## src/hdl/rv_pkg.sv

```systemverilog
package rv_pkg;

  localparam int XLEN = 32;

  typedef logic [XLEN-1:0] word_t;
  typedef logic [4:0]      reg_idx_t;

  // major opcodes of the supported subset
  typedef enum logic [6:0] {
    OP_REG    = 7'b0110011,
    OP_IMM    = 7'b0010011,
    OP_LUI    = 7'b0110111,
    OP_BRANCH = 7'b1100011,
    OP_JAL    = 7'b1101111,
    OP_JALR   = 7'b1100111
  } opcode_e;

  // funct3 for the register and immediate arithmetic groups
  localparam logic [2:0] F3_ADD  = 3'b000;
  localparam logic [2:0] F3_SLL  = 3'b001;
  localparam logic [2:0] F3_SLT  = 3'b010;
  localparam logic [2:0] F3_SLTU = 3'b011;
  localparam logic [2:0] F3_XOR  = 3'b100;
  localparam logic [2:0] F3_SR   = 3'b101; // srl / sra
  localparam logic [2:0] F3_OR   = 3'b110;
  localparam logic [2:0] F3_AND  = 3'b111;

  localparam logic [6:0] F7_ALT = 7'b0100000; // sub, sra

  typedef enum logic [3:0] {
    ALU_ADD, ALU_SUB, ALU_SLL, ALU_SLT, ALU_SLTU, ALU_XOR,
    ALU_SRL, ALU_SRA, ALU_OR, ALU_AND, ALU_PASS_B
  } alu_op_e;

  // branch conditions, encoded as their funct3
  typedef enum logic [2:0] {
    BEQ  = 3'b000,
    BNE  = 3'b001,
    BLT  = 3'b100,
    BGE  = 3'b101,
    BLTU = 3'b110,
    BGEU = 3'b111
  } branch_e;

  typedef enum logic {
    WB_ALU  = 1'b0,
    WB_LINK = 1'b1
  } wb_sel_e;

  typedef struct packed {
    logic [6:0] funct7;
    reg_idx_t   rs2;
    reg_idx_t   rs1;
    logic [2:0] funct3;
    reg_idx_t   rd;
    logic [6:0] opcode;
  } r_fmt_t;

  typedef struct packed {
    logic [11:0] imm_11_0;
    reg_idx_t    rs1;
    logic [2:0]  funct3;
    reg_idx_t    rd;
    logic [6:0]  opcode;
  } i_fmt_t;

  typedef struct packed {
    logic       imm_12;
    logic [5:0] imm_10_5;
    reg_idx_t   rs2;
    reg_idx_t   rs1;
    logic [2:0] funct3;
    logic [3:0] imm_4_1;
    logic       imm_11;
    logic [6:0] opcode;
  } b_fmt_t;

  typedef struct packed {
    logic [19:0] imm_31_12;
    reg_idx_t    rd;
    logic [6:0]  opcode;
  } u_fmt_t;

  typedef struct packed {
    logic       imm_20;
    logic [9:0] imm_10_1;
    logic       imm_11;
    logic [7:0] imm_19_12;
    reg_idx_t   rd;
    logic [6:0] opcode;
  } j_fmt_t;

  // one instruction word, seen through each encoding format
  typedef union packed {
    r_fmt_t r_fmt;
    i_fmt_t i_fmt;
    b_fmt_t b_fmt;
    u_fmt_t u_fmt;
    j_fmt_t j_fmt;
  } instr_u;

endpackage

```

## src/hdl/decode_if.sv

```systemverilog
`timescale 1ns/1ps

interface decode_if;

  logic [4:0]  rs1;
  logic [4:0]  rs2;
  logic [4:0]  rd;
  logic [31:0] imm;      // already sign-extended
  logic [3:0]  alu_op;
  logic        use_imm;  // immediate as alu operand b
  logic        reg_we;
  logic        wb_sel;
  logic        is_branch;
  logic        is_jal;
  logic        is_jalr;
  logic [2:0]  br_kind;

  modport dec (
    output rs1, rs2, rd, imm, alu_op, use_imm, reg_we, wb_sel,
    output is_branch, is_jal, is_jalr, br_kind
  );

  // alu and next-pc unit
  modport ex (
    input imm, alu_op, use_imm, is_branch, is_jal, is_jalr, br_kind
  );

  modport wb (
    input rs1, rs2, rd, reg_we, wb_sel
  );

endinterface

```

## src/hdl/alu.sv

```systemverilog
`timescale 1ns/1ps

module alu (
  decode_if.ex          ex,
  input  rv_pkg::word_t rs1_data,
  input  rv_pkg::word_t rs2_data,
  output rv_pkg::word_t alu_result
);

  rv_pkg::word_t op_b;
  logic [4:0]    shamt;
  logic          lt_s;
  logic          lt_u;

  assign op_b  = ex.use_imm ? ex.imm : rs2_data;
  assign shamt = op_b[4:0]; // only the low 5 bits count for shifts

  assign lt_s = $signed(rs1_data) < $signed(op_b);
  assign lt_u = rs1_data < op_b;

  always_comb begin
    case (ex.alu_op)
      rv_pkg::ALU_ADD:    alu_result = rs1_data + op_b;
      rv_pkg::ALU_SUB:    alu_result = rs1_data - op_b;
      rv_pkg::ALU_SLL:    alu_result = rs1_data << shamt;
      rv_pkg::ALU_SLT:    alu_result = {{(rv_pkg::XLEN-1){1'b0}}, lt_s};
      rv_pkg::ALU_SLTU:   alu_result = {{(rv_pkg::XLEN-1){1'b0}}, lt_u};
      rv_pkg::ALU_XOR:    alu_result = rs1_data ^ op_b;
      rv_pkg::ALU_SRL:    alu_result = rs1_data >> shamt;
      rv_pkg::ALU_SRA:    alu_result = $signed(rs1_data) >>> shamt;
      rv_pkg::ALU_OR:     alu_result = rs1_data | op_b;
      rv_pkg::ALU_AND:    alu_result = rs1_data & op_b;
      rv_pkg::ALU_PASS_B: alu_result = op_b; // lui
      default:            alu_result = '0;
    endcase
  end

endmodule

```

## src/hdl/core_top.sv

```systemverilog
`timescale 1ns/1ps

module core_top #(
  parameter rv_pkg::word_t RESET_PC = '0
) (
  input  logic             clk,
  input  logic             rst_n,
  output rv_pkg::word_t    pc,
  input  rv_pkg::word_t    instr,     // fetched combinationally from pc
  output logic             wb_en,
  output rv_pkg::reg_idx_t wb_rd,
  output rv_pkg::word_t    wb_data
);

  rv_pkg::word_t rs1_data;
  rv_pkg::word_t rs2_data;
  rv_pkg::word_t alu_result;
  rv_pkg::word_t link_addr;

  decode_if dif ();

  instr_decoder u_decoder (
    .instr (instr),
    .dec   (dif.dec)
  );

  alu u_alu (
    .ex         (dif.ex),
    .rs1_data   (rs1_data),
    .rs2_data   (rs2_data),
    .alu_result (alu_result)
  );

  next_pc_unit #(
    .RESET_PC (RESET_PC)
  ) u_next_pc (
    .clk       (clk),
    .rst_n     (rst_n),
    .ex        (dif.ex),
    .rs1_data  (rs1_data),
    .rs2_data  (rs2_data),
    .pc        (pc),
    .link_addr (link_addr)
  );

  regfile u_regfile (
    .clk        (clk),
    .rst_n      (rst_n),
    .wb         (dif.wb),
    .alu_result (alu_result),
    .link_addr  (link_addr),
    .rs1_data   (rs1_data),
    .rs2_data   (rs2_data),
    .wb_en      (wb_en),
    .wb_rd      (wb_rd),
    .wb_data    (wb_data)
  );

endmodule

```

## src/hdl/instr_decoder.sv

```systemverilog
`timescale 1ns/1ps

module instr_decoder (
  input  rv_pkg::word_t instr,
  decode_if.dec         dec
);

  rv_pkg::instr_u iw;
  rv_pkg::word_t  i_imm;
  rv_pkg::word_t  b_imm;
  rv_pkg::word_t  u_imm;
  rv_pkg::word_t  j_imm;
  logic           base_f7;
  logic           alt_f7;

  function automatic rv_pkg::alu_op_e alu_from_f3(input logic [2:0] f3, input logic alt);
    rv_pkg::alu_op_e op;
    case (f3)
      rv_pkg::F3_ADD:  op = alt ? rv_pkg::ALU_SUB : rv_pkg::ALU_ADD;
      rv_pkg::F3_SLL:  op = rv_pkg::ALU_SLL;
      rv_pkg::F3_SLT:  op = rv_pkg::ALU_SLT;
      rv_pkg::F3_SLTU: op = rv_pkg::ALU_SLTU;
      rv_pkg::F3_XOR:  op = rv_pkg::ALU_XOR;
      rv_pkg::F3_SR:   op = alt ? rv_pkg::ALU_SRA : rv_pkg::ALU_SRL;
      rv_pkg::F3_OR:   op = rv_pkg::ALU_OR;
      default:         op = rv_pkg::ALU_AND;
    endcase
    return op;
  endfunction

  assign iw = instr;

  assign dec.rs1     = iw.r_fmt.rs1;
  assign dec.rs2     = iw.r_fmt.rs2;
  assign dec.rd      = iw.r_fmt.rd;
  assign dec.br_kind = iw.b_fmt.funct3;

  assign i_imm = {{20{iw.i_fmt.imm_11_0[11]}}, iw.i_fmt.imm_11_0};
  assign b_imm = {{19{iw.b_fmt.imm_12}}, iw.b_fmt.imm_12, iw.b_fmt.imm_11,
                  iw.b_fmt.imm_10_5, iw.b_fmt.imm_4_1, 1'b0};
  assign u_imm = {iw.u_fmt.imm_31_12, 12'b0};
  assign j_imm = {{11{iw.j_fmt.imm_20}}, iw.j_fmt.imm_20, iw.j_fmt.imm_19_12,
                  iw.j_fmt.imm_11, iw.j_fmt.imm_10_1, 1'b0};

  assign base_f7 = (iw.r_fmt.funct7 == 7'b0);
  assign alt_f7  = (iw.r_fmt.funct7 == rv_pkg::F7_ALT);

  always_comb begin
    // unknown encodings fall through as no-ops
    dec.imm       = '0;
    dec.alu_op    = rv_pkg::ALU_ADD;
    dec.use_imm   = 1'b0;
    dec.reg_we    = 1'b0;
    dec.wb_sel    = rv_pkg::WB_ALU;
    dec.is_branch = 1'b0;
    dec.is_jal    = 1'b0;
    dec.is_jalr   = 1'b0;
    case (iw.r_fmt.opcode)
      rv_pkg::OP_REG: begin
        dec.alu_op = alu_from_f3(iw.r_fmt.funct3, alt_f7);
        // the alternate funct7 exists only for sub and sra
        dec.reg_we = base_f7 | (alt_f7 & ((iw.r_fmt.funct3 == rv_pkg::F3_ADD) |
                                          (iw.r_fmt.funct3 == rv_pkg::F3_SR)));
      end
      rv_pkg::OP_IMM: begin
        dec.imm     = i_imm;
        dec.use_imm = 1'b1;
        dec.alu_op  = alu_from_f3(iw.i_fmt.funct3, alt_f7 & (iw.i_fmt.funct3 == rv_pkg::F3_SR));
        case (iw.i_fmt.funct3)
          rv_pkg::F3_SLL: dec.reg_we = base_f7;
          rv_pkg::F3_SR:  dec.reg_we = base_f7 | alt_f7;
          default:        dec.reg_we = 1'b1;
        endcase
      end
      rv_pkg::OP_LUI: begin
        dec.imm     = u_imm;
        dec.use_imm = 1'b1;
        dec.alu_op  = rv_pkg::ALU_PASS_B;
        dec.reg_we  = 1'b1;
      end
      rv_pkg::OP_BRANCH: begin
        dec.imm = b_imm;
        case (iw.b_fmt.funct3)
          rv_pkg::BEQ, rv_pkg::BNE, rv_pkg::BLT,
          rv_pkg::BGE, rv_pkg::BLTU, rv_pkg::BGEU: dec.is_branch = 1'b1;
          default: dec.is_branch = 1'b0; // funct3 010/011 undefined
        endcase
      end
      rv_pkg::OP_JAL: begin
        dec.imm    = j_imm;
        dec.is_jal = 1'b1;
        dec.reg_we = 1'b1;
        dec.wb_sel = rv_pkg::WB_LINK;
      end
      rv_pkg::OP_JALR: begin
        if (iw.i_fmt.funct3 == 3'b000) begin
          dec.imm     = i_imm;
          dec.is_jalr = 1'b1;
          dec.reg_we  = 1'b1;
          dec.wb_sel  = rv_pkg::WB_LINK;
        end
      end
      default: begin
      end
    endcase
  end

endmodule

```

## src/hdl/next_pc_unit.sv

```systemverilog
`timescale 1ns/1ps

module next_pc_unit #(
  parameter rv_pkg::word_t RESET_PC = '0
) (
  input  logic          clk,
  input  logic          rst_n,
  decode_if.ex          ex,
  input  rv_pkg::word_t rs1_data,
  input  rv_pkg::word_t rs2_data,
  output rv_pkg::word_t pc,
  output rv_pkg::word_t link_addr
);

  logic          taken;
  rv_pkg::word_t pc_plus4;
  rv_pkg::word_t jalr_sum;
  rv_pkg::word_t pc_next;

  always_comb begin
    case (ex.br_kind)
      rv_pkg::BEQ:  taken = (rs1_data == rs2_data);
      rv_pkg::BNE:  taken = (rs1_data != rs2_data);
      rv_pkg::BLT:  taken = ($signed(rs1_data) < $signed(rs2_data));
      rv_pkg::BGE:  taken = ($signed(rs1_data) >= $signed(rs2_data));
      rv_pkg::BLTU: taken = (rs1_data < rs2_data);
      rv_pkg::BGEU: taken = (rs1_data >= rs2_data);
      default:      taken = 1'b0;
    endcase
  end

  assign pc_plus4  = pc + 32'd4;
  assign jalr_sum  = rs1_data + ex.imm;
  assign link_addr = pc_plus4; // return address for jal/jalr

  always_comb begin
    pc_next = pc_plus4;
    if (ex.is_jalr) begin
      pc_next = {jalr_sum[rv_pkg::XLEN-1:1], 1'b0};
    end else if (ex.is_jal || (ex.is_branch && taken)) begin
      pc_next = pc + ex.imm;
    end
  end

  always_ff @(posedge clk or negedge rst_n) begin
    if (!rst_n) begin
      pc <= RESET_PC;
    end else begin
      pc <= pc_next; // one instruction retires per edge
    end
  end

endmodule

```

## src/hdl/regfile.sv

```systemverilog
`timescale 1ns/1ps

module regfile (
  input  logic             clk,
  input  logic             rst_n,
  decode_if.wb             wb,
  input  rv_pkg::word_t    alu_result,
  input  rv_pkg::word_t    link_addr,
  output rv_pkg::word_t    rs1_data,
  output rv_pkg::word_t    rs2_data,
  output logic             wb_en,
  output rv_pkg::reg_idx_t wb_rd,
  output rv_pkg::word_t    wb_data
);

  rv_pkg::word_t regs [32];

  // asynchronous read ports
  // x0 is never written, so it keeps its reset value of zero
  assign rs1_data = regs[wb.rs1];
  assign rs2_data = regs[wb.rs2];

  // commit outputs describe the write at the next edge
  assign wb_en   = rst_n & wb.reg_we & (wb.rd != '0);
  assign wb_rd   = wb.rd;
  assign wb_data = (wb.wb_sel == rv_pkg::WB_LINK) ? link_addr : alu_result;

  always_ff @(posedge clk or negedge rst_n) begin
    if (!rst_n) begin
      for (int i = 0; i < 32; i++) begin
        regs[i] <= '0;
      end
    end else if (wb_en) begin
      regs[wb_rd] <= wb_data;
    end
  end

endmodule

```

## config.mk

```make
export PLATFORM = sky130hd
export DESIGN_NAME = core_top
export DESIGN_NICKNAME = d
export VERILOG_FILES = /design/src/hdl/rv_pkg.sv /design/src/hdl/decode_if.sv /design/src/hdl/alu.sv /design/src/hdl/core_top.sv /design/src/hdl/instr_decoder.sv /design/src/hdl/next_pc_unit.sv /design/src/hdl/regfile.sv
export SDC_FILE = /design/constraint.sdc
export NUM_CORES = 2
export LEC_CHECK = 0
export BUFFER_PORTS_ARGS = -buffer_cell sky130_fd_sc_hd__clkbuf_2
export CAP_MARGIN = 10
export CORE_UTILIZATION = 38
export CTS_CLUSTER_DIAMETER = 60
export CTS_CLUSTER_SIZE = 8
export DETAILED_ROUTE_END_ITERATION = 7
export SLEW_MARGIN = 20
export SYNTH_ARGS = -nofsm -noshare
export SYNTH_HDL_FRONTEND = slang
export SYNTH_SLANG_ARGS = --single-unit
```

## constraint.sdc

```tcl
create_clock -name clk -period 13.65 [get_ports clk]
set_clock_uncertainty 0.05 [all_clocks]
set_input_delay 2.73 -clock clk [delete_from_list [all_inputs] [get_ports clk]]
set_output_delay 2.73 -clock clk [all_outputs]
set_load 0.01 [all_outputs]
```

Word level (Yosys, flattened, before mapping):

Cells that the tools add are included.

* add/subtract/negate cells: 5
* $lt $le $gt $ge: 10
* equal/unequal tests: 26
* shifts and indexed selects: 3
* multiplexer cells: 33
* bitwise operators: 13
* reduce and logical (&&, ||, !) cells: 10

Operators by type and width (number)
* 1024-bit bitwise mux: 1
* 32-bit case mux with 11 select lines: 1
* 32-bit binary-select mux with 5-bit select: 2
* 32-bit two-way mux: 10
* 32-bit demux with 5-bit select: 1
* 32-bit case mux with 5 select lines: 1
* 32-bit < comparator: 4
* 32-bit adder: 3
* 32-bit >= comparator: 2
* 4-bit case mux with 7 select lines: 2
* 32-bit by 3-bit adder with 32-bit output (second input constant): 1
* 32-bit bitwise AND: 1
* 32-bit == test: 1
* 32-bit != test: 1
* 32-bit OR: 1
* 32-bit by 5-bit left shift with 32-bit output: 1
* 32-bit by 5-bit right shift with 32-bit output: 1
* 32-bit by 5-bit >>> shifter with 32-bit output: 1
* 32-bit subtractor: 1
* 32-bit bitwise XOR: 1
* 7-bit by 6-bit == test with 1-bit output (second input constant): 3
* 7-bit == test (second input constant): 3
* 6-bit >= comparator (second input constant): 3
* 5-bit NOT with 6-bit output: 3
* other kinds (24): 51

* flip-flop bits (word level): 1056
* input port bits: 34
* output and inout bits: 70

Logic depth before layout (Yosys ltp):

* depth in word-level cells: 10
* mapped depth: 28

Cells and area by module:

A second synthesis with hierarchy kept.

* cells, all modules: 8176
* area total of the unflattened synthesis: 70430.0 µm²

Modules (own cells, without submodules)
* regfile: instances 1, cells each 5778, area an instance 53989.3 µm², seq. area each 25624.6 µm²
* alu: instances 1, cells each 1519, area an instance 9836.9 µm², seq. area each 0.0 µm²
* next_pc_unit: instances 1, cells each 762, area an instance 5808.1 µm², seq. area each 800.8 µm²
* instr_decoder: instances 1, cells each 117, area an instance 795.8 µm², seq. area each 0.0 µm²

Worst setup path after synthesis:

OpenSTA, ideal clock, no wires.

* path type: input to output
* start: input port instr[20]
* end: output port wb_data[18]
* arrival time: 8.812 ns
* data required time: 10.870 ns
* path slack: 2.058 ns
* stages: 25
* buffers on the path: 8
* cells stage by stage: buf_4 > buf_6 > buf_6 > buf_4 > buf_4 > clkbuf_1 > buf_1 > mux4_2 > mux4_2 > mux2i_1 > nor2_1 > a21o_1 > ha_1 > or3b_2 > o2111ai_1 > a21oi_1 > o31ai_1 > a31o_2 > o21ai_0 > a21oi_1 > mux2i_1 > or4_1 > o21ai_1 > buf_2 > inv_1

* word-level cells in the longest chain between the ends: 8
* elaborated cells between the ends (all ways): 17

RTL lines
* start: declaration: line core_top.sv:9 `input rv_pkg::word_t instr,`
* 5-bit NOT with 6-bit output (implied by the code): line regfile.sv:21 `assign rs2_data = regs[wb.rs2];`
* 32-bit binary-select mux with 5-bit select: line regfile.sv:21
* 32-bit two-way mux (implied by the code) (2 in series): line regfile.sv:21
* 32-bit two-way mux *: line alu.sv:15 `assign op_b = ex.use_imm ? ex.imm : rs2_data;`
* 32-bit subtractor (tied with other cells): line alu.sv:24 `rv_pkg::ALU_SUB: alu_result = rs1_data - op_b;`
* 32-bit case mux with 11 select lines *: line alu.sv:22 `case (ex.alu_op)`
* 32-bit two-way mux *: line regfile.sv:26 `assign wb_data = (wb.wb_sel == rv_pkg::WB_LINK) ? link_addr : alu_result;`
* end: declaration: line core_top.sv:12 `output rv_pkg::word_t wb_data`

Every way passes the cells marked *; elsewhere a longest branch is shown, timed or not. The select of a mux whose other input is x is not followed.

Worst setup path in the final report:

* start: input port instr[19]
* end: output port wb_data[30]

* word-level cells in the longest chain between the ends: 7
* elaborated cells between the ends (all ways): 16

RTL lines
* 5-bit NOT with 6-bit output (implied by the code): line regfile.sv:20 `assign rs1_data = regs[wb.rs1];`
* 32-bit binary-select mux with 5-bit select: line regfile.sv:20
* 32-bit two-way mux (implied by the code) (2 in series): line regfile.sv:20
* 32-bit subtractor (tied with other cells): line alu.sv:24
* 32-bit case mux with 11 select lines *: line alu.sv:22
* 32-bit two-way mux *: line regfile.sv:26

Marked as above.

==> results.cfg <==
[logic_synthesis]
synth_fp_nets = 7010
synth_adder_area_share_pct = 3.56
synth.avg_cell_area_um2 = 10.5
synthMuxAreaShare_pct = 27.0
synth_most_common_cell = dfrtp_1
yosysSeqAreaShare_pct = 37.1
synth_top_area_share_pct = 37.1
async_flop_share_pct = 100
synth_seq_cells = 1056
yosysWarnings = 0
synth_area_leaders = dfrtp_1, mux4_2, mux2_2
synth_top_area_cell = dfrtp_1
synth-xor-area-share_pct = 1.16
ys_top_cells_by_count = dfrtp_1, nand2_1, o21ai_0, mux4_2, mux2_2
synth.distinct_cells = 112
netlist_area_um2 = 71200
synthCells = 6776
synth_top_family_by_area = multiplexers
synth-simple-area-share_pct = 10.1
synthFlopType = dfrtp_1
synth_edf_count = 0
synth_compound_area_share_pct = 16.1

[sta]
period_needed_ns = 12.55
grt_setup_unrepaired = no
hold_ws_ns = 0.348
fmax_mhz = 79.7
layout_worst_path_cycle_share_pct = 92.0
drv_slew = 0
setup_violations = 0
final_hold_viol_count = 0
tns_ns = 0
worst_slew_pin_slew_ns = 1.32
slew_headroom_pct = 11.3

[min_path]
hold_path_depth = 0
worstHoldPathType = reg -> reg

[critical_path]
crit_required_ns = 10.87
critPathKind = in -> out
arrival_ns = 9.77
cp-start-kind = primary input
reg2regPathDepth = 19
worstSetupEndpointType = primary output
cp_max_fo = 18

[clocking]
cts_max_path_buffers = 3
cts.sinks = 1056
clk_pin_slew_ns = 0.05
htree_levels = 4
worst_skew_pair.late_latency_ns = 0.82
post_cts_buffers = 0
cts.hold.buffers_added = 0
cts_buffers = 155
ctsResizeCount = 0
clockRootBuffer = clkbuf_16
cts_tree = done

[route]
firstDrtPassIters = 8
viasPerCell = 6.57
routed_wl_mm = 304
antenna_left = 0
drt-wirelength-per-cell_um = 33.2
first_iter_violations = 7797
drc = 0
vias = 60200

[finish]
drive_above_1_share_pct = 24.6
layout.nets = 6882
syn2layout_area_growth_pct = 11.0
fin_area_um2 = 79000

[global_routing]
grt_max_degree = 168
grtUsageTotal_pct = 31.5
gr-total-overflow = 0
grt_pass1_vias = 59000
grt.met1_usage_pct = 40.8
gr-usage-met2_pct = 47.0
grt_pass1_wl_mm = 436
grt.busiest_layer = met2
antenna_found_initial = 20
met3_usage_pct = 8.18

[floorplanning]
die_area_um2 = 189000
die_w_um = 435
io_pins = 104
rows = 158
core_area_um2 = 186000
die_y_um = 435
initial_core_util_pct = 38.3

[status]
outcome = complete, no violations

[power]
power_uw = 8240
peakVddDrop_v = 0.000141
pwr_density_cell_nw_per_um2 = 104
power_leakage_uw = 0.0343

[place]
postPlaceCellArea_um2 = 74600
numPortBuffers = 103
dpl.hpwl_mm = 214
gp_congestion = 1.03

[job]
cap_violations = 0
-- worst paths after layout --
kind	slack, ns	end	from
max in group asynchronous	7.26	u_next_pc.pc[23]$_DFF_PN0_	rst_n
worst min register to register	0.35	u_regfile.regs[1015]$_DFFE_PN0P_	u_regfile.regs[1015]$_DFFE_PN0P_
worst max-delay path	1.10	wb_data[30]	instr[19]
min in group asynchronous	1.82	u_regfile.regs[435]$_DFFE_PN0P_	rst_n
worst max register to register	6.45	u_regfile.regs[944]$_DFFE_PN0P_	u_regfile.regs[5]$_DFFE_PN0P_
worst min-delay path	0.35	u_regfile.regs[1015]$_DFFE_PN0P_	u_regfile.regs[1015]$_DFFE_PN0P_
-- per-stage QoR --
stage	utilization, %	worst slack, ns	instances
6_report	42.5	1.10	9168
5_1_grt	42.5	0.674	9158
4_1_cts	42.5	1.28	9158
3_5_place_dp	40.2	1.30	8971
3_3_place_gp	40.1	1.26	8967
2_1_floorplan	-	2.06	6776
-- cell usage in the layout, fill, tap and decap left out, types with 38 or more instances in the layout --
cell       Yosys  final
a22oi_1      134    133
inv_1        118    118
a21o_1        69     69
o21a_1        38     38
xnor2_1       69     69
o22ai_1       93     92
nor3_1        67     65
nand4_1       57     57
mux2i_1      416    412
nor2_1       273    232
ha_1         196    196
nand3_1      113    100
a21oi_1      186    181
buf_4         40    253
nand2_1      834    834
o31ai_1       52     50
mux2_2       442    442
clkbuf_16      0    155
o21ai_1       54     52
a31oi_1       65     62
clkbuf_2       4     94
a41oi_1       61     60
dfrtp_1     1056   1056
a211oi_1      69     68
mux4_2       449    449
o21ai_0      595    595
-- area by class of cell --
class / count / area (um2)
multi-input combinational: 4938 / 41800
inverter: 126 / 473
clock buffer: 163 / 3910
fill: 17600 / 107000
tap: 2480 / 3100
sequential: 1056 / 26400
antenna: 10 / 25.0
timing repair buffer: 371 / 2810
clock inverter: 24 / 457
-- power breakdown --
part	leakage, uW	total [uW]	internal (uW)	switching (uW)
clock	0.00211	3560	2070	1490
combinational	0.0174	1430	442	988
sequential	0.0147	3250	3180	66.1
-- cell families after synthesis --
family | Yosys count
compound gates | 1735
simple gates | 1602
mux | 1307
flops | 1056
buf+inv | 782
fa+ha+maj | 200
xor+xnor | 94
-- metal layers --
layer | wire (um) | share of wire [%] | up-vias
li1 | - | - | 25200
met1 | 119000 | 39 | 30600
met2 | 133000 | 44 | 3523
met3 | 30300 | 9.9 | 899
met4 | 21600 | 7.1 | 18
met5 | 120 | 0.039 | -
-- registers in the layout (all words and copies together), names as in the netlist --
| register | count |
|---|---|
| u_next_pc.pc | 32 |
| u_regfile.regs | 1024 |
-- critical path: stages --
cell	delay, ns
clkbuf_2	0.43
nand4bb_2	0.91
o22ai_1	0.14
a211oi_1	0.74
nand4_1	0.92
ha_1	0.65
or3_1	0.37
a211oi_1	0.29
o221ai_1	0.29
a311oi_1	0.82
or3_1	0.21
nand3_1	0.08
xnor2_1	0.18
nand2_1	0.09
a41oi_2	0.59
clkbuf_2	0.26
Note: power is estimated with default switching activity, not from simulation.
